===== config.mk =====
export PLATFORM = sky130hd
export DESIGN_NAME = operand_fetch
export DESIGN_NICKNAME = d
export VERILOG_FILES = /design/src/logic/mac_pkg.sv /design/src/logic/operand_fetch.sv
export SDC_FILE = /design/constraint.sdc
export NUM_CORES = 1
export LEC_CHECK = 0
export BUFFER_PORTS_ARGS = -buffer_cell sky130_fd_sc_hd__buf_2
export CAP_MARGIN = 20
export CORE_UTILIZATION = 37
export CTS_CLUSTER_SIZE = 8
export DETAILED_ROUTE_END_ITERATION = 12
export PLACE_DENSITY = 0.87
export SLEW_MARGIN = 30
export SYNTH_ARGS = -nofsm -noshare
export SYNTH_HDL_FRONTEND = slang
export SYNTH_SLANG_ARGS = --single-unit

===== constraint.sdc =====
create_clock -name clk -period 1.7 [get_ports clk]
set_clock_uncertainty 0.05 [all_clocks]
set_input_delay 0.085 -clock clk [delete_from_list [all_inputs] [get_ports clk]]
set_output_delay 0.085 -clock clk [all_outputs]
set_load 0.03 [all_outputs]

===== src/logic/mac_pkg.sv =====
`default_nettype none

package mac_pkg;

    // Datapath widths
    localparam int DATA_WIDTH = 8;
    localparam int PSUM_WIDTH = 32;
    localparam int NUM_PE     = 4;
    localparam int WORD_WIDTH = NUM_PE * DATA_WIDTH;
    localparam int ADDR_WIDTH = 8;

    // Scratchpad map, lane k of the weight word is weight k
    localparam logic [ADDR_WIDTH-1:0] WEIGHT_ADDR = 8'd0;
    localparam logic [ADDR_WIDTH-1:0] BIAS_ADDR   = 8'd1;
    localparam logic [ADDR_WIDTH-1:0] IFMAP_BASE  = 8'd16;
    localparam logic [ADDR_WIDTH-1:0] RESULT_BASE = 8'd128;

    // Run limits and result queue sizing
    localparam int MAX_VEC      = 64;
    localparam int CNT_WIDTH    = $clog2(MAX_VEC + 1);
    localparam int RESULT_DEPTH = 4;
    localparam int QPTR_WIDTH   = $clog2(RESULT_DEPTH);

    typedef enum logic [2:0] {
        FETCH_IDLE,
        FETCH_WEIGHT,
        FETCH_BIAS,
        FETCH_STREAM,
        FETCH_DONE
    } fetch_state_t;

    // Arbiter winner, highest priority first
    typedef enum logic [1:0] {
        REQ_STORE,
        REQ_FETCH,
        REQ_HOST,
        REQ_NONE
    } requester_t;

endpackage

`default_nettype wire


===== src/logic/operand_fetch.sv =====
`default_nettype none

module operand_fetch
    import mac_pkg::*;
(
    input  wire                   clk,
    input  wire                   rst_n,
    input  wire                   start_i,
    input  wire  [CNT_WIDTH-1:0]  vec_count_i,
    input  wire                   gnt_i,
    input  wire  [WORD_WIDTH-1:0] rdata_i,
    input  wire                   rvalid_i,
    input  wire                   queue_room_i,
    output logic                  req_o,
    output logic [ADDR_WIDTH-1:0] addr_o,
    output logic [WORD_WIDTH-1:0] weight_word_o,
    output logic                  weight_load_o,
    output logic [PSUM_WIDTH-1:0] bias_o,
    output logic                  bias_load_o,
    output logic [WORD_WIDTH-1:0] ifmap_word_o,
    output logic                  ifmap_valid_o
);

    fetch_state_t         state_q;
    fetch_state_t         state_d;
    fetch_state_t         pend_q;
    logic [CNT_WIDTH-1:0] issued_q;
    logic                 more_vec;

    assign more_vec = (issued_q != vec_count_i);

    always_comb begin
        state_d = state_q;
        req_o   = 1'b0;
        addr_o  = WEIGHT_ADDR;
        case (state_q)
            FETCH_IDLE: begin
                if (start_i) begin
                    state_d = FETCH_WEIGHT;
                end
            end
            FETCH_WEIGHT: begin
                req_o = 1'b1;
                if (gnt_i) begin
                    state_d = FETCH_BIAS;
                end
            end
            FETCH_BIAS: begin
                req_o  = 1'b1;
                addr_o = BIAS_ADDR;
                if (gnt_i) begin
                    state_d = FETCH_STREAM;
                end
            end
            FETCH_STREAM: begin
                // Hold off new vectors when the result queue is short of room
                req_o  = more_vec && queue_room_i;
                addr_o = IFMAP_BASE + ADDR_WIDTH'(issued_q);
                if (!more_vec) begin
                    state_d = FETCH_DONE;
                end
            end
            default: begin
                state_d = FETCH_IDLE;
            end
        endcase
    end

    always_ff @(posedge clk or negedge rst_n) begin
        if (!rst_n) begin
            state_q  <= FETCH_IDLE;
            pend_q   <= FETCH_IDLE;
            issued_q <= '0;
        end else begin
            state_q <= state_d;
            // Tag the read so its data lands on the right strobe
            if (gnt_i) begin
                pend_q <= state_q;
            end
            if (state_q == FETCH_IDLE) begin
                issued_q <= '0;
            end else if (gnt_i && state_q == FETCH_STREAM) begin
                issued_q <= issued_q + 1'b1;
            end
        end
    end

    assign weight_load_o = rvalid_i && (pend_q == FETCH_WEIGHT);
    assign bias_load_o   = rvalid_i && (pend_q == FETCH_BIAS);
    assign ifmap_valid_o = rvalid_i && (pend_q == FETCH_STREAM);
    assign weight_word_o = rdata_i;
    assign bias_o        = rdata_i;
    assign ifmap_word_o  = rdata_i;

endmodule

`default_nettype wire


Word-level counts from Yosys, hierarchy flattened
Index checks and enable logic that the tools add are counted.

storage, ports and cells
  output and inout port bits = 108
  input port bits = 45
  register bits after elaboration = 13

operators by class
  reductions and logical operators = 9
  add/subtract/negate cells = 2
  mux-type cells = 9
  equality and inequality tests = 11

operators with widths
  kind                                                             count
  8-bit one-hot mux with 2 select lines                            1
  7-bit 2-to-1 mux                                                 2
  3-bit by 2-bit == test with 1-bit output, second input constant  4
  3-bit 2-to-1 mux                                                 4
  3-bit one-hot mux with 4 select lines                            1
  5-bit by 7-bit adder with 8-bit output, first input constant     1
  2-bit inequality test, second input constant                     4
  7-bit by 1-bit adder with 7-bit output, second input constant    1
  7-bit inequality test                                            1
  3-bit by 1-bit == test with 1-bit output, second input constant  2
  1-bit logical AND                                                5
  4-bit AND reduction                                              1
  3-bit logical NOT                                                1
  1-bit one-hot mux with 2 select lines                            1
  2-bit nonzero test                                               1
  2-bit OR reduction                                               1

Longest topological paths before layout
Gate-level depths: netlist (run 1).

  depth after elaboration = 4
  gate-level depth with buffers = 5
  mapped depth without buffers = 5

Worst setup path before layout (run 1)
No wires, ideal clock.

  path kind = reg2out
  start = register state_q[0]
  end = output port req_o
  stages on the path, launching flop included = 5
  setup slack = 0.107 ns
  arrival = 1.458 ns
  data required time = 1.565 ns
  cell sequence = dfrtp_1 > clkbuf_1 > clkbuf_1 > nand3_1 > o22ai_1

between the ends
  longest elaborated chain between the ends = 3

ends and longest elaborated chain
  element                                                                                                      RTL line             text
  start: declaration                                                                                           operand_fetch.sv:24  fetch_state_t state_q;
  start signal: assignment                                                                                     operand_fetch.sv:75  state_q <= state_d;
  3-bit by 2-bit == test with 1-bit output / 3-bit by 1-bit == test with 1-bit output (equally long branches)  operand_fetch.sv:36  case (state_q)
  2-bit OR reduction (no line)                                                                                 --
  1-bit one-hot mux with 2 select lines *                                                                      operand_fetch.sv:36
  end: declaration                                                                                             operand_fetch.sv:14  output logic req_o,

Mark *: on every way between the ends. The rest lies on a longest branch, timed or not.

Worst setup path after layout (run 1)
  start = register issued_q[3]
  end = output port req_o

between the ends
  longest elaborated chain between the ends = 3

ends and longest elaborated chain
  element                                RTL line             text
  start: declaration                     operand_fetch.sv:27  logic [CNT_WIDTH-1:0] issued_q;
  start signal: assignment               operand_fetch.sv:83  issued_q <= issued_q + 1'b1;
  7-bit inequality test                  operand_fetch.sv:30  assign more_vec = (issued_q != vec_count_i);
  1-bit logical AND                      operand_fetch.sv:57  req_o = more_vec && queue_room_i;
  1-bit one-hot mux with 2 select lines  operand_fetch.sv:36

Every way passes these cells.

==> results.md, run 1 <==
STA:
- The actual slew at the worst max-slew pin is around 320 ps.
- Static timing analysis puts the maximum clock frequency at slightly above 600 MHz.
- Setup repair after global routing left no endpoint under its margin.
- The worst path meets setup with between 50 and 60 ps of slack.
- The count of final setup violators is 0.
- The count of endpoints failing hold in the final timing report is 0.
- The minimum clock period after layout is between 1500 and 2000 ps.
- Of the available clock period, the critical path in the final layout requires 0.968.
- Measured against its own limit, the worst slew margin works out to 0.786.
- The worst hold slack is a little under 60 ps.
- The sum of negative setup slack is 0 ps.
- The final-report max-slew violation count came to 0.

Global route:
- The total global routing overflow is 0.
- The initial antenna violation count is 0.
- The number of global-route vias before repair was 995.
- The first global-routing pass estimated approximately 4600 um of wire.
- Entering global routing, the biggest net connects 14 pins.
- The overall track demand over capacity in global routing is 0.137.

Power:
- The part of the power in the clock network is 0.133.
- The proportion of total power due to net switching is 0.487.
- The part of the power in registers is 0.246.
- For this design the total switching power over the nets is roughly 1.1 mW.
- The design draws around 2.2 mW.
- The total power divided by cell area is approximately 1800 nW/um^2.
- Of the total power, combinational logic draws 0.621.
- Cell internal power was estimated by the tool at 1.13 mW.
- For this design the static power due to leakage is 0.618 nW.
- IR analysis of the VDD net gives a maximum drop of approximately 0.48 mV.

Setup path:
- The launch point of the worst reg-to-reg path is issued_q[3].
- The critical path startpoint category is a flip-flop.
- For flop-to-flop paths, the worst setup slack is 120 ps.
- The worst setup path is captured at an output port.
- The largest individual stage delay along the critical path comes from the cell sky130_fd_sc_hd__dfrtp_2.
- Of all nets on the critical path, the largest fanout is 7.
- Measured in cells, the most critical reg-to-reg path has a length of 6.
- The endpoint arrival time on the critical path is approximately 1500 ps.
- The category of the critical setup timing path is flip-flop to output port.
- STA puts the critical path data required time at 1560 ps.
- Traced cell by cell, the critical path runs through xor2_1 -> nor4_2 -> o22ai_1 -> buf_4.
- The maximum single-stage delay on the critical path is between 400 and 500 ps.
- The worst register-to-register path ends at state_q[2].

Drt:
- The vias after detailed routing is a little under 1000.
- Before antenna repair, the detailed router went through 4 iterations.
- The number of antenna-violating nets in the routed design is 0.
- The aggregate routed wire length is between 2000 and 3000 um.
- The mean number of vias per cell is around 5.0.
- For this run, design rule violations remaining after detail routing come to 0.
- Dividing the detail-routed wire length by the instance count gives approximately 15 um.
- After the first detailed-routing iteration, the DRC count stood at 74.

Placed design:
- The port buffer count is 24.
- The placed instances occupy a cell area of ~1100 sq um.
- Timing analysis after detailed placement gives a worst setup slack of 264 ps.
- The placed wire-length estimate is 2050 um.
- Routability-driven placement finished with a final weighted congestion of around 0.95.

Synthesis:
- For this run, asynchronously set or reset flops after synthesis account for 1.00.
- The number of warning messages in the yosys log is 0.
- The synthesized area per cell is between 7 and 8 sq um.
- The synthesized netlist contains 34 unique library cells.
- The main flop type after synthesis is sky130_fd_sc_hd__dfrtp_1.
- The area of the mapped netlist is around 1600 sq um.
- The number of synthesized flops with an enable pin is 0.
- Of all cell types, the one taking the most synthesized area is sky130_fd_sc_hd__buf_4.
- The share of synthesized area in the top cell type comes to 0.452.
- By area the synthesized netlist is led by sky130_fd_sc_hd__buf_4 (45%), sky130_fd_sc_hd__dfrtp_1 (20%), sky130_fd_sc_hd__xnor2_1 (2.7%).
- Counting every net in the synthesized netlist gives 250.
- In this run, synthesis produced a sequential element count of 13.
- The post-synthesis sequential area ratio is 0.202.
- The instance count of the mapped netlist is about 200.

Floorplanning:
- The floorplan die height is between 60 and 70 um.
- The initial utilization of the core area, before any placement, comes to 0.394.
- The area of the die is 4620 sq um.
- The die boundary width is 68.0 um.
- The number of rows created at floorplan is 23.
- around 150 I/O pins were placed.
- The core region area is 4090 sq um.

Clock tree:
- The number of buffers inserted during clock tree synthesis is 3.
- The later pin in the worst-skew pair is clocked with a latency of about 250 ps.
- The CTS tree is built.
- The sink count of the clock tree is 13.
- The number of buffers on the longest clock path is 2.
- After clock tree synthesis, the clock-pin slew on the worst setup and hold paths is roughly 60 ps.
- CTS built an H-tree with a depth of 1.
- CTS placed an instance of sky130_fd_sc_hd__clkbuf_8 at the clock tree root.

Worst hold path:
- The startpoint identified for the worst hold timing path is start_i.
- The number of cells traversed by the worst hold path is 3.
- The type of the tightest min-delay check is input pin to flip-flop.
- For hold timing, the worst endpoint is state_q[0].

Status:
- The flow ran to the end, and the final reports show no timing, DRC or antenna violations.

Layout:
- The area growth from synthesis to final layout is -23.4%.
- The footprint of the flip-flops and latches is between 300 and 400 sq um.
- The layout has 441 filler cells.
- Leaving out fill and tap cells, the most frequent cell in the layout is sky130_fd_sc_hd__buf_2.
- The share of post-route cells with drive strength above 1 is 0.403.
- 0 antenna diodes ended up in the layout.
- The finished cells cover 1230 sq um.
- In the layout the commonest cells are sky130_fd_sc_hd__buf_2 (23), sky130_fd_sc_hd__buf_4 (15), sky130_fd_sc_hd__nor2_1 (11), sky130_fd_sc_hd__nand2_1 (9), sky130_fd_sc_hd__o21ai_0 (8).
- The post-layout net count is about 190.
- The area of the multi-input gates is between 500 and 600 sq um.

Flow run:
- The tool flagged a number of max-cap violations equal to 0.
-- layout make-up --
| class | instances | area share |
|---|---|---|
| multi-input combinational | 82 | 0.433 |
| sequential | 13 | 0.270 |
| timing repair buffer | 39 | 0.193 |
| tap | 50 | 0.0507 |
| clock buffer | 4 | 0.0365 |
| inverter | 6 | 0.0182 |
-- worst max-delay path by stage --
stage / from / to / slack (ps) / cells after the start
finish: issued_q[3] / req_o / 60 / 4
global route: issued_q[3] / req_o / 0.07 / 4
CTS: issued_q[2] / req_o / -4 / 5
detailed placement: issued_q[5] / req_o / 260 / 5
global placement: issued_q[3] / req_o / 290 / 4
floorplan: state_q[0] / req_o / 110 / 4
-- stage by stage --
stage,util,instances
6_report,0.302,194
5_1_grt,0.302,194
3_3_place_gp,0.270,183
3_5_place_dp,0.270,183
4_1_cts,0.300,194
2_1_floorplan,-,203
-- flip-flops by register name, indices dropped and copies added (netlist names) --
register  count
state_q       3
issued_q      7
pend_q        3
-- critical path: cells and delay by family, from the launching register on --
kind,cells,cell delay (ps)
compound gates,1,120
xor+xnor,1,180
flops,1,450
buf+inv,1,180
simple gates,1,320
-- power groups by stage --
stage / registers, mW / logic, mW / clock network [mW]
global route: 0.556 / 1.50 / 0.311
global placement: 0.557 / 1.19 / 0
detailed placement: 0.570 / 1.22 / 0
finish: 0.543 / 1.37 / 0.294
floorplan: 0.515 / 1.32 / 0
CTS: 0.533 / 1.36 / 0.293
-- synthesized netlist by cell type (all sizes together) (3+ instances only) --
master and count:
and3 5, o21ai 8, xor2 3, nand2 10, nor2b 3, nor2 11
dfrtp 13, nand3 6, buf 98, clkbuf 4, a31oi 4, inv 6
a21oi 6, xnor2 5
-- cells by family after synthesis --
kind of cell / share of synthesized area
multiplexers: 0.0202
AO/OA/AOI/OAI: 0.0978
flip-flops: 0.202
buffers and inverters: 0.479
AND/OR/NAND/NOR: 0.142
adder cells (fa/ha/maj): 0.0155
XOR/XNOR: 0.0435
-- what timing repair did --
action                     in CTS  in global routing
buffers inserted                6                  0
hold endpoints to repair       13                  0
hold buffers                    1                  0
pin swaps                       5                  2
setup endpoints to repair       1                 11
gates resized for setup         5                  6
-- routing by layer --
| layer | share of wire | wire length, um | track usage | up-vias |
|---|---|---|---|---|
| met2 | 0.46 | 1310 | 0.214 | 45 |
| met4 | 0.043 | 124 | 0.0990 | 0 |
| met1 | 0.40 | 1140 | 0.151 | 441 |
| met5 | 0 | 0 | 0 | - |
| li1 | - | - | - | 454 |
| met3 | 0.10 | 300 | 0.0533 | 21 |
Power figures use the tool's default switching activity.
==> run 2, diff against run 1 <==
--- a/config.mk
+++ b/config.mk
@@ -6,12 +6,12 @@
 export NUM_CORES = 1
 export LEC_CHECK = 0
 export BUFFER_PORTS_ARGS = -buffer_cell sky130_fd_sc_hd__buf_2
-export CAP_MARGIN = 20
+export CAP_MARGIN = 40
 export CORE_UTILIZATION = 37
 export CTS_CLUSTER_SIZE = 8
 export DETAILED_ROUTE_END_ITERATION = 12
 export PLACE_DENSITY = 0.87
-export SLEW_MARGIN = 30
+export SLEW_MARGIN = 20
 export SYNTH_ARGS = -nofsm -noshare
 export SYNTH_HDL_FRONTEND = slang
 export SYNTH_SLANG_ARGS = --single-unit
==> constraint.sdc (replaced) <==
create_clock -name clk -period 1.7 [get_ports clk]
set_clock_uncertainty 0.05 [all_clocks]
set_input_delay 0.085 -clock clk [delete_from_list [all_inputs] [get_ports clk]]
set_output_delay 0.085 -clock clk [all_outputs]
set_load 0.02 [all_outputs]
==> run 2 against run 1 <==
Effect of this change: core utilization decreased by 0.67 points; sequential share of layout area grew 0.30 points; largest cell class unchanged; register-to-register slack improved by 90 ps; via count decreased by 1.7%; maximum frequency rose by 0.74%; global-route usage down 0.33 points; flip-flop and latch count stayed put; sequential power decreased by 1%; clock power down 3%; largest power group unchanged; combinational power down 9%.
==> results.md, run 2 (synthesized netlist as in run 1, its figures left out) <==
Status:
- Run status: completed (unchanged).

STA:
- The worst hold slack is 73.7 ps (was 58.4 ps).
- The final-report max-slew violation count was 0 (unchanged).
- The fmax is 612 MHz (was 608 MHz).
- The slack of the critical path came to 67.1 ps (was 55.0 ps).
- The count of final setup violators was 0 (unchanged).
- The max-slew headroom at the worst pin came to 0.783 (was 0.786).
- The sum of negative setup slack came to 0 ps (unchanged).
- The share of the clock period used by the worst path is 0.961 (was 0.968).
- The actual slew at the worst max-slew pin is 326 ps (was 321 ps).
- The minimum clock period after layout came to 1630 ps (was 1640 ps).
- The count of endpoints failing hold in the final timing report was 0 (unchanged).
- RSZ-0062 raised after global routing: no (unchanged).

Drt:
- The aggregate routed wire length is 2860 um (was 2870 um).
- The mean number of vias per cell is 4.97 (was 4.95).
- The vias after detailed routing is 945 (was 961).
- The count of unresolved DRC violations after routing is 0 (unchanged).
- The average wire per cell in the routed design is 15.1 um (was 14.8 um).
- The total iterations of the first detailed-routing run is 4 (unchanged).
- The starting DRC count in detailed routing was 161 (was 74).
- The number of antenna-violating nets in the routed design came to 0 (unchanged).

Placed design:
- The setup slack after placement was 259 ps (was 264 ps).
- The placed wire-length estimate is 2090 um (was 2050 um).
- The port buffer count is 24 (unchanged).
- The number of placed cells counting well taps was 181 (was 183).
- The final weighted congestion of routability-driven global placement is 0.934 (was 0.950).

Layout:
- The fill cell instance count of the final layout is 440 (was 441).
- The count of antenna diodes in the layout was 0 (unchanged).
- The count of placed standard cells in the final layout, fillers left out was 190 (was 194).
- The area of the multi-input gates came to 543 sq um (was 534 sq um).
- The footprint of the flip-flops and latches is 329 sq um (was 333 sq um).
- Highest-count cells in the layout ignoring fill and taps: sky130_fd_sc_hd__buf_2 (24), sky130_fd_sc_hd__nor2_1 (11), sky130_fd_sc_hd__dfrtp_1 (10), sky130_fd_sc_hd__buf_4 (10), sky130_fd_sc_hd__nand2_1 (9) (was sky130_fd_sc_hd__buf_2 (23), sky130_fd_sc_hd__buf_4 (15), sky130_fd_sc_hd__nor2_1 (11), sky130_fd_sc_hd__nand2_1 (9), sky130_fd_sc_hd__o21ai_0 (8)).
- The share of post-route cells with drive strength above 1 is 0.364 (was 0.403).
- The post-layout net count is 188 (was 192).
- The number of flip-flops under the largest register name is 7 (unchanged).
- Largest registers in the final layout: issued_q: 7 flops, pend_q: 3 flops, state_q: 3 flops (unchanged).
- The area growth from synthesis to final layout is -25.1% (was -23.4%).
- The commonest non-fill, non-tap cell in the layout is sky130_fd_sc_hd__buf_2 (unchanged).
- The register bank with the most flops is issued_q (unchanged).

Clock tree:
- The sink count of the clock tree is 13 (unchanged).
- The clock network latency to the later pin of the worst-skew pair is 250 ps (about the same).
- The number of buffers on the longest clock path came to 2 (unchanged).
- The post-CTS clock slew at the launch and capture registers of the worst setup and hold paths was 60 ps (about the same).
- The number of buffers inserted during clock tree synthesis came to 3 (unchanged).
- The CTS tree is built (unchanged).
- The number of H-tree levels came to 1 (unchanged).
- The library cell used as clock root buffer is sky130_fd_sc_hd__clkbuf_8 (unchanged).

Flow run:
- The number of maximum-capacitance violations is 0 (unchanged).

Setup path:
- The top cell family by delay on the critical path was flip-flops (unchanged).
- The critical path startpoint category is a flip-flop (unchanged).
- The required time of the worst setup path was 1560 ps (about the same).
- The cell with the largest stage delay on the worst path is sky130_fd_sc_hd__dfrtp_2 (unchanged).
- The maximum single-stage delay on the critical path is 460 ps (was 450 ps).
- The maximum fanout encountered on the critical timing path is 7 (unchanged).
- The category of the critical setup timing path is flip-flop to output port (unchanged).
- The kind of end point of the critical path is an output port (unchanged).
- The endpoint arrival time on the critical path is 1500 ps (was 1510 ps).
- The sum of buffers and inverters on the critical path is 1 (unchanged).
- Cells along the critical path: xor2_1 -> nor4_4 -> o22ai_1 -> buf_2 (was xor2_1 -> nor4_2 -> o22ai_1 -> buf_4).

Floorplanning:
- The floorplan die height is 68.0 um (unchanged).
- The core region area is 4090 sq um (unchanged).
- The I/O pin count is 153 (unchanged).
- The number of rows created at floorplan came to 23 (unchanged).
- The area of the die is 4620 sq um (unchanged).
- The die boundary width is 68.0 um (unchanged).
- The starting density of the core is 0.394 (unchanged).

Global route:
- The initial antenna violation count is 0 (unchanged).
- The global routing usage on met1 is 0.150 (was 0.151).
- The total global routing overflow is 0 (unchanged).
- The busiest metal layer after global routing is met2 (unchanged).
- The first-pass GRT wire length is 4540 um (was 4630 um).
- The met2 track demand over resource came to 0.211 (was 0.214).
- The number of global-route vias before repair was 984 (was 995).
- The met3 track demand over resource is 0.0533 (unchanged).
- The maximum number of pins on one net before global-route repair was 16 (was 14).
- The overall track demand over capacity in global routing was 0.134 (was 0.137).

Power:
- The static power due to leakage is 0.601 nW (was 0.618 nW).
- The maximum VDD drop came to 0.365 mV (was 0.481 mV).
- The total power divided by cell area was 1710 nW/um^2 (was 1790 nW/um^2).

Worst hold path:
- The type of the tightest min-delay check was input pin to flip-flop (unchanged).
## run 2: cell count changes in the layout (fill, tap and decap cells not counted), sizes merged
cell | previous run | this run
buf | 38 | 34
## run 2: repair_timing
item / CTS / global route
hold buffers: 1 / 0
endpoints found under the setup margin: 1 / 5
pin swaps: 2 / 1
resized for setup: 3 / 5
hold endpoints to repair: 13 / 0
buffers inserted: 4 / 0
## run 2: tightest hold or removal path, stage by stage
cell,delay [ps]
sky130_fd_sc_hd__buf_2,80
sky130_fd_sc_hd__nor3_1,40
sky130_fd_sc_hd__o22ai_1,110
## run 2: report_power, final
| part | leakage (nW) | switching [mW] | total [mW] | internal [mW] |
|---|---|---|---|---|
| logic | 0.429 | 0.728 | 1.24 | 0.514 |
| registers | 0.149 | 0.120 | 0.537 | 0.417 |
| clock network | 0.0228 | 0.119 | 0.285 | 0.166 |
## run 2: final timing paths
kind / startpoint / to / slack (ps) / cells past startpoint
worst max register to register: issued_q[1] / issued_q[6] / 210 / 6
max in group asynchronous: rst_n / issued_q[5] / 1120 / 2
worst min register to register: pend_q[2] / pend_q[2] / 460 / 1
worst max-delay path: issued_q[3] / req_o / 70 / 4
min in group asynchronous: rst_n / issued_q[2] / 210 / 2
worst min-delay path: start_i / state_q[0] / 70 / 3
## run 2: area by class of cell
class / count / area share
multi-input cells: 82 / 0.450
flip-flops and latches: 13 / 0.273
repair buffers: 35 / 0.170
well taps: 50 / 0.0518
clock buffers: 4 / 0.0373
inverters: 6 / 0.0187
## run 2: routing by layer
layer	share of wire	wire length, um
met2	0.46	1330
met5	0	0
met4	0.032	91
met3	0.11	328
met1	0.39	1110
## run 2: through the flow
step           power, mW  area [sq um]  utilization
6_report            2.06          1210        0.295
5_1_grt             2.23          1210        0.295
4_1_cts             2.03          1180        0.290
3_5_place_dp        1.65          1090        0.267
3_3_place_gp        1.62          1090        0.267
2_1_floorplan       1.63          1610            -
==> run 3, diff against run 2 <==
==> constraint.sdc (replaced) <==
create_clock -name clk -period 1.55 [get_ports clk]
set_clock_uncertainty 0.05 [all_clocks]
set_input_delay 0.0775 -clock clk [delete_from_list [all_inputs] [get_ports clk]]
set_output_delay 0.0775 -clock clk [all_outputs]
set_load 0.02 [all_outputs]
==> run 3 against run 2 <==
Effect of this change: the run now ends with setup timing left; flip-flop and latch count unchanged; via count rose by 4.2%; largest power group unchanged; largest cell class unchanged; critical endpoint unchanged; sequential power up 4.8%; setup slack got worse by 130 ps; die area is the same.
==> results.md, run 3 (synthesized netlist as in run 1, its figures left out) <==
Status:
- Run status: complete, but fails checks (was completed).
- The final reports fail on setup timing.

Global route:
- The initial antenna violation count was 0 (unchanged).
- The number of global-route vias before repair came to 976 (was 984).
- The overall track demand over capacity in global routing is 0.130 (was 0.134).
- The first-pass GRT wire length is 4480 um (was 4540 um).
- The total global routing overflow is 0 (unchanged).
- The maximum number of pins on one net before global-route repair is 14 (was 16).

Layout:
- Largest registers in the final layout: issued_q: 7 flops, pend_q: 3 flops, state_q: 3 flops (unchanged).
- The final instance area is 1310 sq um (was 1210 sq um).
- The register bank with the most flops is issued_q (unchanged).
- Highest-count cells in the layout ignoring fill and taps: sky130_fd_sc_hd__buf_2 (20), sky130_fd_sc_hd__buf_4 (17), sky130_fd_sc_hd__nor2_1 (11), sky130_fd_sc_hd__nand2_1 (9), sky130_fd_sc_hd__dfrtp_1 (8) (was sky130_fd_sc_hd__buf_2 (24), sky130_fd_sc_hd__nor2_1 (11), sky130_fd_sc_hd__dfrtp_1 (10), sky130_fd_sc_hd__buf_4 (10), sky130_fd_sc_hd__nand2_1 (9)).
- The utilization after layout is 0.320 (was 0.295).
- The commonest non-fill, non-tap cell in the layout is sky130_fd_sc_hd__buf_2 (unchanged).
- The number of flip-flops under the largest register name is 7 (unchanged).
- The fill cell instance count of the final layout came to 445 (was 440).
- The count of antenna diodes in the layout is 0 (unchanged).
- The area growth from synthesis to final layout is -18.9% (was -25.1%).
- The post-layout net count was 194 (was 188).
- The share of post-route cells with drive strength above 1 is 0.438 (was 0.364).

Setup path:
- The required time of the worst setup path is 1420 ps (was 1560 ps).
- The kind of end point of the critical path is an output port (unchanged).
- The critical path startpoint category is a flip-flop (unchanged).
- The endpoint arrival time on the critical path is 1480 ps (was 1500 ps).
- The category of the critical setup timing path is flip-flop to output port (unchanged).
- The maximum fanout encountered on the critical timing path is 2 (was 7).

Clock tree:
- The number of buffers on the longest clock path is 2 (unchanged).
- The clock network latency to the later pin of the worst-skew pair was 250 ps (about the same).
- The library cell used as clock root buffer is sky130_fd_sc_hd__clkbuf_8 (unchanged).
- The number of H-tree levels is 1 (unchanged).
- The number of buffers inserted during clock tree synthesis is 3 (unchanged).
- The post-CTS clock slew at the launch and capture registers of the worst setup and hold paths came to 60 ps (about the same).
- The sink count of the clock tree was 13 (unchanged).
- The CTS tree is built (unchanged).

STA:
- The worst hold slack is 46.9 ps (was 73.7 ps).
- The max-slew headroom at the worst pin is 0.795 (was 0.783).
- The count of endpoints failing hold in the final timing report was 0 (unchanged).
- Static timing analysis puts the maximum clock frequency at 620 MHz.
- The count of final setup violators is 2 (was 0).
- The minimum clock period after layout is around 1600 ps.
- Dividing the final minimum period by the clock period gives 1.04.
- The actual slew at the worst max-slew pin was 305 ps (was 326 ps).
- The slack of the critical path is -61.6 ps (was 67.1 ps).
- The final-report max-slew violation count is 0 (unchanged).
- RSZ-0062 raised after global routing: yes (was no).

Drt:
- The top routing layer in use was met4 (unchanged).
- The aggregate routed wire length was 2900 um (was 2860 um).
- The total met2 wirelength after detailed routing came to 1410 um (was 1330 um).
- The average wire per cell in the routed design came to 14.8 um (was 15.1 um).
- The detailed-route wire length on metal 1 is 1110 um (about the same).
- The mean number of vias per cell is 5.03 (was 4.97).
- The number of antenna-violating nets in the routed design is 0 (unchanged).
- The total iterations of the first detailed-routing run is 4 (unchanged).
- The vias after detailed routing is 985 (was 945).
- The routed length on met3 was 275 um (was 328 um).
- The starting DRC count in detailed routing came to 65 (was 161).
- The count of unresolved DRC violations after routing is 0 (unchanged).

Power:
- The total power divided by cell area is 1870 nW/um^2 (was 1710 nW/um^2).
- The maximum VDD drop is 0.450 mV (was 0.365 mV).
- The static power due to leakage came to 0.646 nW (was 0.601 nW).
- The total design power is 2.45 mW (was 2.06 mW).

Placed design:
- The port buffer count was 24 (unchanged).
- The post-placement cell area is 1130 sq um (was 1090 sq um).
- The final weighted congestion of routability-driven global placement is 0.929 (was 0.934).
- The placed wire-length estimate is 2040 um (was 2090 um).
- The setup slack after placement is 69.0 ps (was 259 ps).

Floorplanning:
- The die boundary width is 68.0 um (unchanged).
- The number of rows created at floorplan was 23 (unchanged).
- The I/O pin count is 153 (unchanged).
- The core region area is 4090 sq um (unchanged).
- The floorplan die height came to 68.0 um (unchanged).
- The area of the die is 4620 sq um (unchanged).
- The starting density of the core was 0.394 (unchanged).

Worst hold path:
- The type of the tightest min-delay check is input pin to flip-flop (unchanged).

Flow run:
- The number of maximum-capacitance violations is 0 (unchanged).
==> run 3: changes by cell type in the layout (fill, tap and decap cells not counted), moves of 2 or more <==
| cell | delta |
|---|---|
| sky130_fd_sc_hd__buf_4 | +7 |
| sky130_fd_sc_hd__xor2_2 | +2 |
| sky130_fd_sc_hd__xor2_1 | -2 |
| sky130_fd_sc_hd__dfrtp_1 | -2 |
| sky130_fd_sc_hd__buf_2 | -4 |
| sky130_fd_sc_hd__buf_6 | +3 |
| sky130_fd_sc_hd__dfrtp_2 | +2 |
==> run 3: final cells by class <==
type	count	area, sq um	share of cell area
Sequential cell	13	332	0.254
Clock inverter	1	5.00	0.00383
Clock buffer	3	41.3	0.0316
Tap cell	50	62.6	0.0479
Multi-Input combinational cell	82	572	0.438
Inverter	6	22.5	0.0172
Timing Repair Buffer	41	272	0.208
==> run 3: worst max-delay path, stage by stage, from the launching register on <==
cell	delay (ps)
sky130_fd_sc_hd__dfrtp_1	410
sky130_fd_sc_hd__xor2_2	200
sky130_fd_sc_hd__nor4_4	360
sky130_fd_sc_hd__o22ai_2	130
sky130_fd_sc_hd__buf_6	140
==> run 3: power breakdown <==
| part | switching, mW | internal (mW) | total (mW) |
|---|---|---|---|
| registers | 0.104 | 0.459 | 0.563 |
| clock network | 0.138 | 0.178 | 0.316 |
| logic | 0.869 | 0.697 | 1.57 |
| total | 1.11 | 1.33 | 2.45 |
==> run 3: metrics by stage <==
step,cells,TNS (ps)
detailed placement,186,0
global placement,186,0
global route,196,-252
CTS,196,-221
finish,196,-80.7
floorplan,203,0
==> run 3: per-layer routing <==
metal  global-route usage  vias up
met3               0.0433       18
li1                     -      461
met2                0.218       40
met5                    0        -
met4               0.0885        0
met1                0.136      466
==> run 3: repair_timing <==
action,CTS,global route
hold endpoints to repair,13,0
gates resized for setup,13,12
pin swaps,5,4
setup endpoints to repair,7,13
hold buffers,1,0
setup buffers,5,1
==> run 3: path summary, 6_finish.rpt <==
check,startpoint,end,slack [ps],cells after the start
worst max-delay path,issued_q[4],req_o,-60,4
worst min-delay path,start_i,state_q[0],50,3
worst max register to register,issued_q[4],state_q[1],30,5
worst min register to register,pend_q[2],pend_q[2],460,1
max in group asynchronous,rst_n,state_q[1],990,2
min in group asynchronous,rst_n,issued_q[3],200,2
