**config.mk**
```make
export PLATFORM = sky130hd
export DESIGN_NAME = pe_chain
export DESIGN_NICKNAME = d
export VERILOG_FILES = /design/src/logic/mac_pkg.sv /design/src/logic/pe.sv /design/src/logic/pe_chain.sv
export SDC_FILE = /design/constraint.sdc
export NUM_CORES = 1
export LEC_CHECK = 0
export BUFFER_PORTS_ARGS = -buffer_cell sky130_fd_sc_hd__buf_2
export CORE_MARGIN = 5
export CORE_UTILIZATION = 52
export DETAILED_ROUTE_END_ITERATION = 8
export PLACE_DENSITY = 0.77
export SYNTH_ARGS = -nofsm -noshare
export SYNTH_HDL_FRONTEND = slang
export SYNTH_SLANG_ARGS = --single-unit
```
**constraint.sdc**
```tcl
create_clock -name clk -period 9.5 [get_ports clk]
set_clock_uncertainty 0.1 [all_clocks]
set_input_delay 1.425 -clock clk [delete_from_list [all_inputs] [get_ports clk]]
set_output_delay 1.425 -clock clk [all_outputs]
set_load 0.01 [all_outputs]
```
**src/logic/mac_pkg.sv**
```systemverilog
`default_nettype none

package mac_pkg;

    // Datapath widths
    localparam int DATA_WIDTH = 8;
    localparam int PSUM_WIDTH = 32;
    localparam int NUM_PE     = 4;
    localparam int WORD_WIDTH = NUM_PE * DATA_WIDTH;
    localparam int ADDR_WIDTH = 8;

    // Scratchpad map, lane k of the weight word is weight k
    localparam logic [ADDR_WIDTH-1:0] WEIGHT_ADDR = 8'd0;
    localparam logic [ADDR_WIDTH-1:0] BIAS_ADDR   = 8'd1;
    localparam logic [ADDR_WIDTH-1:0] IFMAP_BASE  = 8'd16;
    localparam logic [ADDR_WIDTH-1:0] RESULT_BASE = 8'd128;

    // Run limits and result queue sizing
    localparam int MAX_VEC      = 64;
    localparam int CNT_WIDTH    = $clog2(MAX_VEC + 1);
    localparam int RESULT_DEPTH = 4;
    localparam int QPTR_WIDTH   = $clog2(RESULT_DEPTH);

    typedef enum logic [2:0] {
        FETCH_IDLE,
        FETCH_WEIGHT,
        FETCH_BIAS,
        FETCH_STREAM,
        FETCH_DONE
    } fetch_state_t;

    // Arbiter winner, highest priority first
    typedef enum logic [1:0] {
        REQ_STORE,
        REQ_FETCH,
        REQ_HOST,
        REQ_NONE
    } requester_t;

endpackage

`default_nettype wire

```
**src/logic/pe.sv**
```systemverilog
`default_nettype none

module pe
    import mac_pkg::*;
(
    input  wire                   clk,
    input  wire                   rst_n,
    input  wire  [DATA_WIDTH-1:0] weight_i,
    input  wire  [DATA_WIDTH-1:0] ifmap_i,
    input  wire  [PSUM_WIDTH-1:0] psum_i,
    input  wire                   weight_en_i,
    input  wire                   ifmap_en_i,
    input  wire                   psum_en_i,
    output logic [DATA_WIDTH-1:0] weight_o,
    output logic [DATA_WIDTH-1:0] ifmap_o,
    output logic [PSUM_WIDTH-1:0] psum_o,
    output logic                  weight_en_o,
    output logic                  ifmap_en_o,
    output logic                  psum_en_o
);

    logic [DATA_WIDTH-1:0]   weight_q;
    logic [DATA_WIDTH-1:0]   ifmap_q;
    logic [PSUM_WIDTH-1:0]   psum_q;
    logic [2*DATA_WIDTH-1:0] product_q;

    // Enables move one stage per cycle with the operands
    always_ff @(posedge clk or negedge rst_n) begin
        if (!rst_n) begin
            weight_en_o <= 1'b0;
            ifmap_en_o  <= 1'b0;
            psum_en_o   <= 1'b0;
        end else begin
            weight_en_o <= weight_en_i;
            ifmap_en_o  <= ifmap_en_i;
            psum_en_o   <= psum_en_i;
        end
    end

    // Operand capture
    always_ff @(posedge clk) begin
        if (weight_en_i) begin
            weight_q <= weight_i;
        end
        if (ifmap_en_i) begin
            ifmap_q <= ifmap_i;
        end
        if (psum_en_i) begin
            psum_q <= psum_i;
        end
    end

    // Held input byte times the weight at the port
    always_ff @(posedge clk) begin
        product_q <= ifmap_q * weight_i;
    end

    assign psum_o   = PSUM_WIDTH'(product_q) + psum_q;
    assign weight_o = weight_q;
    assign ifmap_o  = ifmap_q;

endmodule

`default_nettype wire

```
**src/logic/pe_chain.sv**
```systemverilog
`default_nettype none

module pe_chain
    import mac_pkg::*;
(
    input  wire                   clk,
    input  wire                   rst_n,
    input  wire  [WORD_WIDTH-1:0] weight_word_i,
    input  wire                   weight_load_i,
    input  wire  [PSUM_WIDTH-1:0] bias_i,
    input  wire                   bias_load_i,
    input  wire  [WORD_WIDTH-1:0] ifmap_word_i,
    input  wire                   ifmap_valid_i,
    output logic [PSUM_WIDTH-1:0] result_o,
    output logic                  result_valid_o
);

    logic [WORD_WIDTH-1:0] weight_hold_q;
    logic [PSUM_WIDTH-1:0] bias_hold_q;
    logic                  weight_load_q;
    logic                  psum_start_q;

    logic [NUM_PE-1:0][DATA_WIDTH-1:0] lane_ifmap;

    // Element k reads index k and drives index k+1
    logic [NUM_PE:0][PSUM_WIDTH-1:0] psum;
    logic [NUM_PE:0]                 psum_en;
    logic [NUM_PE:0]                 ifmap_en;
    logic [NUM_PE:0]                 weight_en;

    always_ff @(posedge clk or negedge rst_n) begin
        if (!rst_n) begin
            weight_load_q <= 1'b0;
            psum_start_q  <= 1'b0;
        end else begin
            weight_load_q <= weight_load_i;
            // Bias joins element 0 one cycle behind its input byte
            psum_start_q  <= ifmap_valid_i;
        end
    end

    always_ff @(posedge clk) begin
        if (weight_load_i) begin
            weight_hold_q <= weight_word_i;
        end
        if (bias_load_i) begin
            bias_hold_q <= bias_i;
        end
    end

    assign psum[0]      = bias_hold_q;
    assign psum_en[0]   = psum_start_q;
    assign ifmap_en[0]  = ifmap_valid_i;
    assign weight_en[0] = weight_load_q;

    for (genvar k = 0; k < NUM_PE; k++) begin : g_pe
        // Lane k is late by k cycles to meet the cascading sum
        if (k == 0) begin : g_direct
            assign lane_ifmap[k] = ifmap_word_i[k*DATA_WIDTH +: DATA_WIDTH];
        end else begin : g_skew
            logic [DATA_WIDTH-1:0] dly_q [k];

            always_ff @(posedge clk) begin
                dly_q[0] <= ifmap_word_i[k*DATA_WIDTH +: DATA_WIDTH];
                for (int s = 1; s < k; s++) begin
                    dly_q[s] <= dly_q[s-1];
                end
            end

            assign lane_ifmap[k] = dly_q[k-1];
        end

        pe u_pe (
            .clk         (clk),
            .rst_n       (rst_n),
            .weight_i    (weight_hold_q[k*DATA_WIDTH +: DATA_WIDTH]),
            .ifmap_i     (lane_ifmap[k]),
            .psum_i      (psum[k]),
            .weight_en_i (weight_en[k]),
            .ifmap_en_i  (ifmap_en[k]),
            .psum_en_i   (psum_en[k]),
            .weight_o    (),
            .ifmap_o     (),
            .psum_o      (psum[k+1]),
            .weight_en_o (weight_en[k+1]),
            .ifmap_en_o  (ifmap_en[k+1]),
            .psum_en_o   (psum_en[k+1])
        );
    end

    // NUM_PE + 1 cycles after the stream strobe
    assign result_o       = psum[NUM_PE];
    assign result_valid_o = psum_en[NUM_PE];

endmodule

`default_nettype wire

```
* After elaboration in Yosys (flattened, before gate mapping)
Memory sizes are Yosys's and may differ from the RTL's. A register that Yosys moved wholly into a read port is not among the register bits.
Index checks and enable logic that the tools add are counted.
Widths: inputs -> output; s select.
** Operators by class
- $mul :: 4
- $add $sub $neg :: 4
** Operators by type and width (count)
- $add 16x32->32 :: 4
- $mul 8x8->16 :: 4
** Word-level totals
- Flip-flop bits (word level) :: 269
- Bits of input ports :: 101
- Memories kept :: 3
- Logic and storage cells :: 27
- Bits in writable memories :: 48
** Memory list
- g_pe[3].g_skew.dly_q :: words 3, bits a word 8, rd ports 3, clocked after memory_dff 1, write ports 3, RTL line pe_chain.sv:61 : logic [DATA_WIDTH-1:0] dly_q [k];
- g_pe[2].g_skew.dly_q :: words 2, bits a word 8, rd ports 2, clocked after memory_dff 1, write ports 2, RTL line pe_chain.sv:61
- g_pe[1].g_skew.dly_q :: words 1, bits a word 8, rd ports 1, clocked after memory_dff 1, write ports 1, RTL line pe_chain.sv:61

* Logic depth before layout (Yosys ltp)
Gate-level depths: netlist of the first run.
- Depth after elaboration :: 1
- Mapped depth :: 16
- Gate-level depth less buffers :: 16

* Modules after synthesis
Synthesis of the first run repeated with hierarchy kept, for this count alone.
** Unflattened totals
- Cells, all modules :: 1947
- Area total of the unflattened synthesis :: 22973.3 um2
** Modules (own cells, without submodules)
- pe at g_pe[1].u_pe :: times used 1, cells an instance 467, area each 5099.9 um2
- pe at g_pe[3].u_pe :: times used 1, cells an instance 460, area each 5004.8 um2
- pe at g_pe[0].u_pe :: times used 1, cells an instance 453, area each 4977.3 um2
- pe at g_pe[2].u_pe :: times used 1, cells an instance 453, area each 4958.5 um2
- pe_chain :: times used 1, cells an instance 114, area each 2932.8 um2

* Least setup slack after synthesis of the first run
Ideal clock, no wire load.
- Kind :: register to register
- From :: reg weight_hold_q[7]
- To :: reg g_pe[0].u_pe.product_q[15]
- Path buffers :: 0
- Setup slack :: 5130 ps
- Arrival time :: 4150 ps
- Setup time :: 121 ps
- Data required time :: 9279 ps
- Stages on the path, launching flop included :: 15
- Cell sequence :: edfxtp_1 -> and2_1 -> fa_1 -> fa_1 -> fa_1 -> inv_1 -> fa_1 -> inv_1 -> ha_1 -> or3_1 -> o21ai_0 -> a21oi_1 -> a211oi_1 -> a21oi_1 -> xnor2_1
** On the way
- Cells in the longest elaborated chain, start to end :: 1
** Ends and longest elaborated chain
- from (decl) :: RTL line pe_chain.sv:18 : logic [WORD_WIDTH-1:0] weight_hold_q;
- from (signal assigned) :: RTL line pe_chain.sv:44 : weight_hold_q <= weight_word_i;
- $mul 8x8->16 :: RTL line pe.sv:55 : product_q <= ifmap_q * weight_i;
- to (signal assigned) :: RTL line pe.sv:55
- to (decl) :: RTL line pe.sv:25 : logic [2*DATA_WIDTH-1:0] product_q;
No other way between the ends.
A chain may end at the register's enable or synchronous reset.

* Worst setup path after layout of the first run
- From :: reg g_pe[3].u_pe.psum_q[0]
- To :: out result_o[24]
** On the way
- Cells in the longest elaborated chain, start to end :: 1
** Ends and longest elaborated chain
- from (decl) :: RTL line pe.sv:24 : logic [PSUM_WIDTH-1:0] psum_q;
- from (signal assigned) :: RTL line pe.sv:49 : psum_q <= psum_i;
- $add 16x32->32 :: RTL line pe.sv:58 : assign psum_o = PSUM_WIDTH'(product_q) + psum_q;
- to (decl) :: RTL line pe_chain.sv:14 : output logic [PSUM_WIDTH-1:0] result_o,
No other way between the ends.

==> summary.md, run 1 <==
| Metric | Value |
|---|---|
| Share of layout cells above drive strength 1 | between 10 and 15% |
| Internal | 4.49 mW |
| Worst EP arrival | 3.44 ns |
| Main area contributors after synthesis | edfxtp_1 31%, fa_1 14%, ha_1 12%, dfxtp_1 10%, and2_1 6.2% |
| Hold crit path type | reg2reg |
| Critical Path End Type | primary output |
| Largest net degree at the start of global routing | 42 |
| Sequential share of the synthesized area | between 40% and 50% |
| Yosys top cell area share | 31.4% |
| Compound-cell area share of the yosys netlist | under 10% |
| Site Rows | 74 |
| Pre-CTS WS | about 4.8 ns |
| Leading area contributor after synthesis | edfxtp_1 |
| Routed len/inst | 15.4 um |
| # hold bufs at CTS | 0 |
| Vias in the first global route | 14416 |
| Setup TNS | 0 ns |
| Multiplexer share of the synthesized area | 0.0468% |
| CTS root buf | clkbuf_16 |
| DRT Pass-1 Iters | 5 |
| Largest family of logic cells by synthesized area | adder cells |
| GPL Wtd Cong | 0.872 |
| Sw Ratio | 38.1% |
| EDFF count, synth | ~220 |
| Pwr Density | approximately 300 nW/um2 |
| Worst-case clock buffer depth | 3 |
| Post-Syn Area | around 21000 um2 |
| Total CTS buffers | 37 |
| Vias/cell | 5.19 |
| Residual DRC | 0 |
| Initial Util | 52.5% |
| Hold Violations, Final | 0 |
| Most frequent cells after synthesis | 229 x inv_1, 224 x edfxtp_1, 213 x and2_1 |
| Global Route Usage Sum | a little under a fifth |
| CTS tree | yes |
| Clock Pin Slew Worst Setup and Hold Paths | 0.06 ns |
| Die ar. | 45300 um2 |
| Crit path time final | 4.96 ns |
| RSZ-0062 raised after global routing | no |
| Setup WS post-layout | about 4.5 ns |
| Post-CTS setup buffers | 0 |
| XOR/XNOR Fraction of Synth Area | 6.43% |
| Post-Synth Simple-Gate Area | 13.6% |
| Post-synthesis adder-cell area fraction | 26.0% |
| Max Cap Violations | 0 |
| Status | complete, no violations |
| Sequential share of power | 30.1% |
| Final ANT Viol Nets | 0 |
| Mapped Cells | 1863 |
| Maximum clock frequency | 201 MHz |
| Yosys cell types | 64 |
| H-tree levels | 2 |
| Post-synthesis area per instance | 11.5 um2 |
| Detailed Route WL | 39900 um |
| Clock share of power | 19.9% |
| Io pins | 134 |
| Most instantiated library cell after synthesis | inv_1 |
| GRT overflow | 0 |
| Total Power | 7.25 mW |
| Resized cells post-CTS | 0 |
| Finished layout cell area | 24000 um2 |
| Rel. slew slack | ~20% |
| Hold slack final | 0.225 ns |
| Vias | 13457 |
| Net Sw Power | about 2.8 mW |
| Die X | ~210 um |
| Area grow syn2layout | 12.0% |
| Worst Setup Start Kind | register |
| Fin. max-slew vios | 0 |
| Clk_lat worst skew | 0.55 ns |
| Sink Count | 341 |
| Synth warnings | 0 |
| I/O Buffers | 133 |
| LEAKAGE | 10.7 nW |
| Initial antenna violation count | 0 |
| Area of the core | 40700 um2 |
| Yosys reg bits | 341 |
| Asr flop ratio synth | 1.47% |
| Global-route wire length before repair | ~68000 um |
| Antenna diodes | 0 |
| Worst-Margin Slew | about 1.2 ns |
| Die H | 213 um |
| Synth Net Count | roughly 2300 |
| Worst vdd ir | 0.218 mV |
| Critical path data required time | 7.98 ns |
| Setup violations, final | 0 |
| Detailed Place HPWL | around 32000 um |
| Ys flop type | edfxtp_1 |
| CP max FO | 8 |
| Combinational share of power | between 50% and 60% |
| Final worst path period share | 52.3% |
| Initial DRC Count | 632 |
| Critical Setup Path Class | reg2out |
| Cell area after placement | 22700 um2 |
| NumNets Final | 2488 |
[kinds of logic after synthesis]
group,Yosys count
AO/OA/AOI/OAI,236
flip-flops,341
AND/OR/NAND/NOR,537
multiplexers,1
XOR/XNOR,157
adder cells (fa/ha/maj),356
buffers and inverters,235
[power by group through the flow]
stage	clock [mW]	combinational (mW)	sequential, mW
after global placement	0	3.51	2.21
after floorplan	0	2.80	2.14
after detailed placement	0	3.61	2.22
after global routing	1.55	4.12	2.22
after CTS	1.49	3.65	2.19
final	1.44	3.63	2.18
[routing by layer]
| metal | GRT usage (%) | share of wire (%) | vias to the layer above |
|---|---|---|---|
| li1 | - | - | 6649 |
| met1 | 22.6 | 42 | 6487 |
| met2 | 33.4 | 51 | 252 |
| met3 | 2.84 | 3.9 | 69 |
| met4 | 5.78 | 2.6 | 0 |
| met5 | 0 | 0 | - |
[cell type report]
cell class                      count  area [um2]
Tap cell                          532         666
Sequential cell                   341        9090
Clock inverter                     25         246
Clock buffer                       43         991
Timing Repair Buffer              135         681
Fill cell                        3336       16800
Inverter                          229         860
Multi-Input combinational cell   1287       11400
[layout by cell type (no fill, tap or decap), types with 7 or more instances in the layout]
master     count
nor4_1        10
o21ai_0       36
inv_1        229
and3_1        22
nor2b_1       16
nor3_1        25
nor2_1        62
xnor2_1      118
nand3_1       26
nand2b_1      20
dfxtp_1      112
o21a_1        19
a21oi_1       82
and2_1       213
nand2_1       99
a211oi_1      10
nand4_1       14
clkbuf_16     39
a21o_1        31
buf_2        133
edfxtp_1     224
ha_1         208
fa_1         148
clkinv_2       7
or3_1         11
o211ai_1      10
xor2_1        39
a31oi_1        7
[final timing paths]
path	from	endpoint	slack, ns	cells past startpoint
min in group asynchronous	rst_n	g_pe[0].u_pe.ifmap_en_o	0.62	1
min	g_pe[2].g_skew.dly_q[0][1]	g_pe[2].g_skew.dly_q[1][1]	0.22	0
max reg2reg	weight_hold_q[7]	g_pe[0].u_pe.product_q[15]	4.88	14
min reg2reg	g_pe[2].g_skew.dly_q[0][1]	g_pe[2].g_skew.dly_q[1][1]	0.22	0
max	g_pe[3].u_pe.psum_q[0]	result_o[24]	4.54	11
max in group asynchronous	rst_n	g_pe[0].u_pe.ifmap_en_o	8.48	1
[flip-flops by register name (all words and copies together) (netlist names)]
| register | count |
|---|---|
| bias_hold_q | 32 |
| g_pe.g_skew.dly_q | 48 |
| g_pe.u_pe.ifmap_en_o | 2 |
| g_pe.u_pe.ifmap_o | 32 |
| g_pe.u_pe.product_q | 64 |
| g_pe.u_pe.psum_en_o | 3 |
| g_pe.u_pe.psum_q | 128 |
| weight_hold_q | 32 |
[critical path, cell delays in order, from the launching register on]
cell,delay (ns)
edfxtp_1,0.38
ha_1,0.19
inv_1,0.05
fa_1,0.39
nand2b_1,0.18
a21oi_1,0.25
o21ai_0,0.22
o21ai_0,0.35
a21o_1,0.32
nand4_1,0.16
xnor2_1,0.22
buf_2,0.17
[per-stage QoR]
| stage | instances | utilization (%) |
|---|---|---|
| after global placement | 2524 | 55.8 |
| after detailed placement | 2524 | 55.8 |
| after CTS | 2592 | 58.8 |
| final | 2592 | 58.8 |
| after global routing | 2592 | 58.8 |
| after floorplan | 1863 | - |
Note: power is estimated with default switching activity, not from simulation.
==> inputs of run 2 (changes only) <==
==> constraint.sdc (replaced) <==
create_clock -name clk -period 4.6 [get_ports clk]
set_clock_uncertainty 0.1 [all_clocks]
set_input_delay 0.69 -clock clk [delete_from_list [all_inputs] [get_ports clk]]
set_output_delay 0.69 -clock clk [all_outputs]
set_load 0.01 [all_outputs]
==> run 2 against run 1 <==
  * Cell count is 1.5% higher
  * First-iteration DRC count is 0.47% lower
  * Register-to-register slack worse by 4.7 ns
  * Setup slack worse by 4.4 ns
  * Via count is 1.3% higher
  * Combinational power is 110% higher
  * Core utilization is 0.88 points higher
  * Sequential share of layout area is 0.56 points lower
  * Final area is 1.5% higher
  * Critical path depth is 4 higher
  * Clock power is 110% higher
==> summary.md, run 2 (same netlist as run 1, synthesis figures left out) <==
| Metric | Value |
|---|---|
| Worst-Margin Slew | 1.19 ns (-0.0171 ns) |
| Total CTS buffers | 37 (unchanged) |
| Register with the most flip-flops | g_pe.u_pe.psum_q |
| CTS root buf | clkbuf_16 |
| Worst path cell trace | buf_4 > and2_1 > fa_1 > fa_1 > fa_1 > inv_1 > fa_1 > inv_1 > ha_1 > or3_1 > o21ai_0 > a21oi_1 > a211oi_2 > a21oi_1 > xnor2_1 |
| Delay of the slowest critical-path stage | 0.55 ns (+0.16 ns) |
| Initial DRC Count | 629 (-0.47%) |
| Final worst path period share | 97.1% |
| Vias/cell | 5.19 (-0.13%) |
| Worst vdd ir | 0.346 mV (+59%) |
| Combinational share of power | 50.3% (+0.3 points) |
| Antenna diodes | 0 (unchanged) |
| H-tree levels | 2 (unchanged) |
| Net Sw Power | 5.77 mW (+110%) |
| Vias | 13637 (+1.3%) |
| Busiest metal layer after global routing | met2 |
| Commonest non-fill, non-tap cell in the layout | inv_1 |
| Residual DRC | 0 (unchanged) |
| Largest net degree at the start of global routing | 42 (unchanged) |
| Maximum clock frequency | 224 MHz |
| Global Route Usage Sum | 18.7% (+0.33 points) |
| Most frequent cells in the layout | 229 x inv_1, 224 x edfxtp_1, 211 x and2_1, 207 x ha_1, 148 x fa_1 |
| Clock Pin Slew Worst Setup and Hold Paths | 0.06 ns (about the same) |
| Critical Path End Type | register |
| Worst path most repeated cell | fa_1 |
| Worst EP arrival | 4.79 ns (+1.35 ns) |
| Delay-heaviest family, CP | adder cells |
| Largest registers | g_pe.u_pe.psum_q x128, g_pe.u_pe.product_q x64, g_pe.g_skew.dly_q x48 |
| Sequential share of power | 29.7% (-0.4 points) |
| Met3 Use GR | 2.89% (+0.059 points) |
| Pwr Density | 623 nW/um2 (+110%) |
| Fin. max-slew vios | 0 (unchanged) |
| Critical path data required time | 4.93 ns (-3.05 ns) |
| GR Util met2 | 34.1% (+0.68 points) |
| Area of the core | 40700 um2 (unchanged) |
| Hold Path Cell Cnt | 1 (+1) |
| CP max stage cell | fa_1 |
| Sw Ratio | 38.1% (about the same) |
| Global-route wire length before repair | 69400 um (+2.0%) |
| Worst-case clock buffer depth | 3 (unchanged) |
| Status | complete, no violations |
| Hold crit path type | in2reg |
| Sink Count | 341 (unchanged) |
| Internal | 9.38 mW (+110%) |
| Max FFs per register | 128 (unchanged) |
| Critical Setup Path Class | reg2reg |
| Final ANT Viol Nets | 0 (unchanged) |
| NumNets Final | 2526 (+1.5%) |
| Crit path time final | 4.47 ns |
| Clk_lat worst skew | 0.55 ns (about the same) |
| Die H | 213 um (unchanged) |
| RSZ-0062 raised after global routing | yes |
| Buf/Inv on CP | 3 (+1) |
| Area grow syn2layout | 13.6% |
| Worst-case reg-to-reg path depth | 15 (+1) |
| Detailed Place HPWL | 32200 um (+1.3%) |
| Clock share of power | 20.0% (about the same) |
| Routed len/inst | 15.4 um (+0.20%) |
| Detailed Route WL | 40600 um (+1.7%) |
| Initial Util | 52.5% (unchanged) |
| LEAKAGE | 10.9 nW (+1.9%) |
| GPL Wtd Cong | 0.851 (-2.4%) |
| Grt met1 use | 23.5% (+0.89 points) |
| Setup violations, final | 0 (unchanged) |
| Initial antenna violation count | 0 (unchanged) |
| Rel. slew slack | 20.8% (+1.1 points) |
| DRT Pass-1 Iters | 7 (+2) |
| Hold slack final | 0.136 ns (-0.0885 ns) |
| Max Cap Violations | 0 (unchanged) |
| Site Rows | 74 (unchanged) |
| Die ar. | 45300 um2 (unchanged) |
| I/O Buffers | 133 (unchanged) |
| Critical Path Stages | 15 (+4) |
| Worst Setup Start Kind | register |
| Vias in the first global route | 14636 (+1.5%) |
| CTS tree | yes |
| Io pins | 134 (unchanged) |
| Share of layout cells above drive strength 1 | 12.2% (+1.9 points) |
| Die X | 213 um (unchanged) |
| Hold Violations, Final | 0 (unchanged) |
| CP max FO | 5 (-3) |
| GRT overflow | 0 (unchanged) |
| Setup TNS | 0 ns (unchanged) |
run 2: changes by cell type in the layout (fill, tap and decap cells not counted), moves of 3 or more:
| cell | before | now |
|---|---|---|
| o21ai_0 | 36 | 33 |
| a211oi_1 | 10 | 6 |
| clkinv_2 | 7 | 3 |
| o21ai_1 | 1 | 4 |
| a211oi_2 | 1 | 5 |
| buf_4 | 2 | 39 |
run 2: path summary, 6_finish.rpt:
| check | from | end | slack (ns) |
|---|---|---|---|
| min in group asynchronous | rst_n | g_pe[0].u_pe.ifmap_en_o | 0.44 |
| max in group asynchronous | rst_n | g_pe[0].u_pe.ifmap_en_o | 3.76 |
| min reg2reg | g_pe[2].g_skew.dly_q[0][6] | g_pe[2].g_skew.dly_q[1][6] | 0.22 |
| max reg2reg | g_pe[0].u_pe.ifmap_o[3] | g_pe[0].u_pe.product_q[15] | 0.13 |
| min | ifmap_word_i[28] | g_pe[3].g_skew.dly_q[0][4] | 0.14 |
| max | g_pe[0].u_pe.ifmap_o[3] | g_pe[0].u_pe.product_q[15] | 0.13 |
run 2: layout make-up:
cell class | instances | area (um2)
tap | 532 | 666
clock inverter | 23 | 280
fill | 3348 | 16400
multi-input combinational | 1287 | 11500
clock buffer | 45 | 976
sequential | 341 | 9090
timing repair buffer | 173 | 968
inverter | 229 | 860
run 2: power groups by stage:
| stage | Clock (mW) | Combinational (mW) | Sequential (mW) |
|---|---|---|---|
| 6_report | 3.03 | 7.62 | 4.50 |
| 5_1_grt | 3.27 | 8.63 | 4.57 |
| 4_1_cts | 3.13 | 7.55 | 4.52 |
| 3_5_place_dp | 0 | 7.47 | 4.58 |
| 3_3_place_gp | 0 | 7.28 | 4.55 |
| 2_1_floorplan | 0 | 5.79 | 4.41 |
run 2: through the flow:
step / instance area [um2] / utilization, % / setup slack (ns) / cells / power [mW]
detailed placement: 22900 / 56.1 / 0.0199 / 2541 / 12.0
global placement: 22900 / 56.1 / 0.0937 / 2541 / 11.8
CTS: 24100 / 59.2 / 0.0113 / 2610 / 15.2
global route: 24300 / 59.7 / -0.0347 / 2630 / 16.5
finish: 24300 / 59.7 / 0.133 / 2630 / 15.2
floorplan: 21400 / - / 0.230 / 1863 / 10.2
run 2: timing repair:
item | in CTS | in global routing
resized for setup | 0 | 12
endpoints found under the hold margin | 5 | 0
hold buffers | 1 | 0
buffers inserted | 0 | 20
endpoints found under the setup margin | 0 | 7
run 2: metal layers:
metal,up-vias,share of wire (%)
met5,-,0
met4,0,2.1
met3,61,3.5
met2,238,51
met1,6601,43
li1,6737,-
==> inputs of run 3 (changes only) <==
--- a/config.mk
+++ b/config.mk
@@ -5,6 +5,7 @@
 export SDC_FILE = /design/constraint.sdc
 export NUM_CORES = 1
 export LEC_CHECK = 0
+export ABC_AREA = 1
 export BUFFER_PORTS_ARGS = -buffer_cell sky130_fd_sc_hd__buf_2
 export CORE_MARGIN = 5
 export CORE_UTILIZATION = 52
==> run 3 against run 2 <==
  * Flip-flop and latch count did not move
  * Clock power barely moved
  * Global-route usage rose by 0.93 points
  * Setup slack improved by 0.28 ns
  * Non-clock buffer count fell by 35
  * Largest power group unchanged
==> summary.md, run 3 <==
| Metric | Value |
|---|---|
| Status | complete, no violations |
| Vias in the first global route | 18885 (+29%) |
| Clk_lat worst skew | 0.55 ns (about the same) |
| Detailed Place HPWL | 40400 um (+25%) |
| Hold slack final | 0.137 ns (+0.000588 ns) |
| Pwr Density | 586 nW/um2 (-6.0%) |
| FF-to-FF Start | g_pe[0].u_pe.ifmap_o[1] |
| H-tree levels | 2 (unchanged) |
| Fin. max-slew vios | 0 (unchanged) |
| Register with the most flip-flops | g_pe.u_pe.psum_q |
| I/O Buffers | 133 (unchanged) |
| RSZ-0062 raised after global routing | no |
| Most frequent cells after synthesis | 1016 x nand2_1, 722 x inv_1, 224 x edfxtp_1 |
| R2R setup slack | 0.42 ns (+0.28 ns) |
| Detailed Route WL | 49300 um (+21%) |
| EDFF count, synth | 224 (unchanged) |
| Residual DRC | 0 (unchanged) |
| Initial DRC Count | 942 (+50%) |
| # hold bufs at CTS | 1 (unchanged) |
| Worst-case reg-to-reg path depth | 16 (+1) |
| Die X | 228 um (+7.1%) |
| Synth warnings | 0 (unchanged) |
| Initial Util | 52.2% (-0.30 points) |
| Ys flop type | edfxtp_1 |
| Critical Setup Path Class | reg2reg |
| Setup violations, final | 0 (unchanged) |
| Rel. slew slack | 38.5% (+18 points) |
| Post-layout util | 57.6% (-2.1 points) |
| Maximum clock frequency | 239 MHz (+6.7%) |
| Yosys cell types | 33 (-48%) |
| Most instantiated library cell after synthesis | nand2_1 |
| Largest net degree at the start of global routing | 42 (unchanged) |
| Global Route Usage Sum | 19.7% (+0.93 points) |
| Fill cell count | 4222 (+26%) |
| Share of layout cells above drive strength 1 | 7.14% (-5.0 points) |
| CP startpoint | g_pe[0].u_pe.ifmap_o[1] |
| Initial antenna violation count | 1 (+1) |
| Sink Count | 341 (unchanged) |
| Post-Syn Area | 24700 um2 (+16%) |
| Antenna diodes | 0 (unchanged) |
| Final worst path period share | 91.0% (-6.1 points) |
| Max FFs per register | 128 (unchanged) |
| Vias | 18422 (+35%) |
| NumNets Final | 3662 (+45%) |
| Final ANT Viol Nets | 0 (unchanged) |
| CP max FO | 8 (+3) |
| Area grow syn2layout | 10.2% |
| Critical Path End Type | register |
| Commonest non-fill, non-tap cell in the layout | nand2_1 |
| Finished layout cell area | 27200 um2 (+12%) |
| Yosys reg bits | 341 (unchanged) |
| Area of the core | 47300 um2 (+16%) |
| CTS tree | yes |
| Global-route wire length before repair | 86300 um (+24%) |
| Hold Violations, Final | 0 (unchanged) |
| Sequential share of the synthesized area | 36.8% (-5.7 points) |
| Crit path time final | 4.18 ns (-0.282 ns) |
| Clock Pin Slew Worst Setup and Hold Paths | 0.06 ns (about the same) |
| Resized cells post-CTS | 0 (unchanged) |
| Max Cap Violations | 0 (unchanged) |
| Reg2reg end | g_pe[0].u_pe.product_q[14] |
| Leading area contributor after synthesis | edfxtp_1 |
| Largest registers | g_pe.u_pe.psum_q x128, g_pe.u_pe.product_q x64, g_pe.g_skew.dly_q x48 |
| Site Rows | 80 (+8.1%) |
| Post-CTS setup buffers | 0 (unchanged) |
| LEAKAGE | 15.4 nW (+42%) |
| Synth Net Count | 3548 (+53%) |
| Hold Path Cell Cnt | 1 (unchanged) |
| Routed len/inst | 12.8 um (-17%) |
| Hold Startpoint | ifmap_word_i[31] |
| Worst Hold Path EP | g_pe[3].g_skew.dly_q[0][7] |
| Die H | 228 um (+7.1%) |
| Critical path data required time | 4.95 ns (+0.02 ns) |
| Worst vdd ir | 0.338 mV (-2.2%) |
| Yosys top cell area share | 27.2% (-4.2 points) |
| Most frequent cells in the layout | 1016 x nand2_1, 722 x inv_1, 224 x edfxtp_1, 208 x ha_1, 148 x fa_1 |
| GRT overflow | 0 (unchanged) |
| Worst Setup Start Kind | register |
| Main area contributors after synthesis | edfxtp_1 27%, nand2_1 15%, fa_1 12%, inv_1 11%, ha_1 11% |
| Post-synthesis area per instance | 8.00 um2 (-30%) |
| Asr flop ratio synth | 1.47% (unchanged) |
| Worst EP arrival | 4.53 ns (-0.26 ns) |
| CTS root buf | clkbuf_16 |
| GPL Wtd Cong | 0.900 (+5.8%) |
| Worst-case clock buffer depth | 3 (unchanged) |
| Cell area after placement | 26000 um2 (+14%) |
| Vias/cell | 4.79 (-7.7%) |
| Total CTS buffers | 38 (+2.7%) |
| Io pins | 134 (unchanged) |
| DRT Pass-1 Iters | 5 (-2) |
| Mapped Cells | 3091 (+66%) |
| Setup TNS | 0 ns (unchanged) |
| Total Power | 16.0 mW (+5.3%) |
| Hold crit path type | in2reg |
| Worst-Margin Slew | 0.922 ns (-0.266 ns) |
| Die ar. | 52000 um2 (+15%) |
==> run 3: stage by stage <==
step	cells	setup WS, ns
after CTS	3849	0.394
after detailed placement	3779	0.403
after floorplan	3091	0.550
final	3849	0.416
after global routing	3849	0.174
after global placement	3779	0.399
==> run 3: worst max-delay path, stage by stage, from the launching register on <==
cell and delay (ns):
edfxtp_1 0.50, nand2_1 0.12, fa_1 0.51, fa_1 0.54, inv_1 0.05, fa_1 0.53, inv_1 0.06, fa_1 0.52
inv_1 0.04, ha_1 0.35, a21o_1 0.21, a21oi_1 0.12, nand2_1 0.09, a21oi_1 0.19, inv_1 0.06, nand2_1 0.05
nand2_1 0.04
==> run 3: final cells by class <==
class / count / area, um2 / area share, %
clock buffer: 51 / 1100 / 4.05
clock inverter: 18 / 179 / 0.657
inverter: 748 / 2810 / 10.3
multi-input combinational: 1938 / 12600 / 46.2
sequential: 341 / 9090 / 33.4
tap: 615 / 769 / 2.82
timing repair buffer: 138 / 706 / 2.59
==> run 3: power breakdown <==
group,switching [mW],internal (mW),total [mW]
combinational,5.30,3.10,8.39
clock,1.21,1.82,3.03
sequential,0.369,4.17,4.54
==> run 3: worst max path at each step <==
stage,endpoint,depth (start not counted),slack (ns)
after floorplan,g_pe[0].u_pe.product_q[14],17,0.55
after global placement,g_pe[2].u_pe.product_q[14],16,0.40
after detailed placement,g_pe[2].u_pe.product_q[14],16,0.40
after CTS,g_pe[2].u_pe.product_q[14],16,0.39
after global routing,g_pe[0].u_pe.product_q[14],16,0.17
final,g_pe[0].u_pe.product_q[14],16,0.42
==> run 3: cells by family (layout without fill, tap and decap cells) <==
family / count (synthesis) / count (layout) / share of synthesized area, %
AOI/OAI and AO/OA: 121 / 121 / 2.70
buffers and inverters: 812 / 955 / 12.3
DFF: 341 / 341 / 36.8
adders and majority gates: 356 / 356 / 22.5
xor gates and xnor gates: 100 / 100 / 3.54
and+or+nand+nor: 1361 / 1361 / 22.2
==> run 3: layer usage <==
metal | wire [um] | track usage (%) | vias to the layer above | share of wire, %
li1 | - | - | 9583 | -
met1 | 20900 | 23.5 | 8332 | 42
met2 | 24800 | 36.6 | 402 | 50
met3 | 2110 | 2.69 | 103 | 4.3
met4 | 1460 | 6.35 | 2 | 3.0
met5 | 7 | 0 | - | 0.014
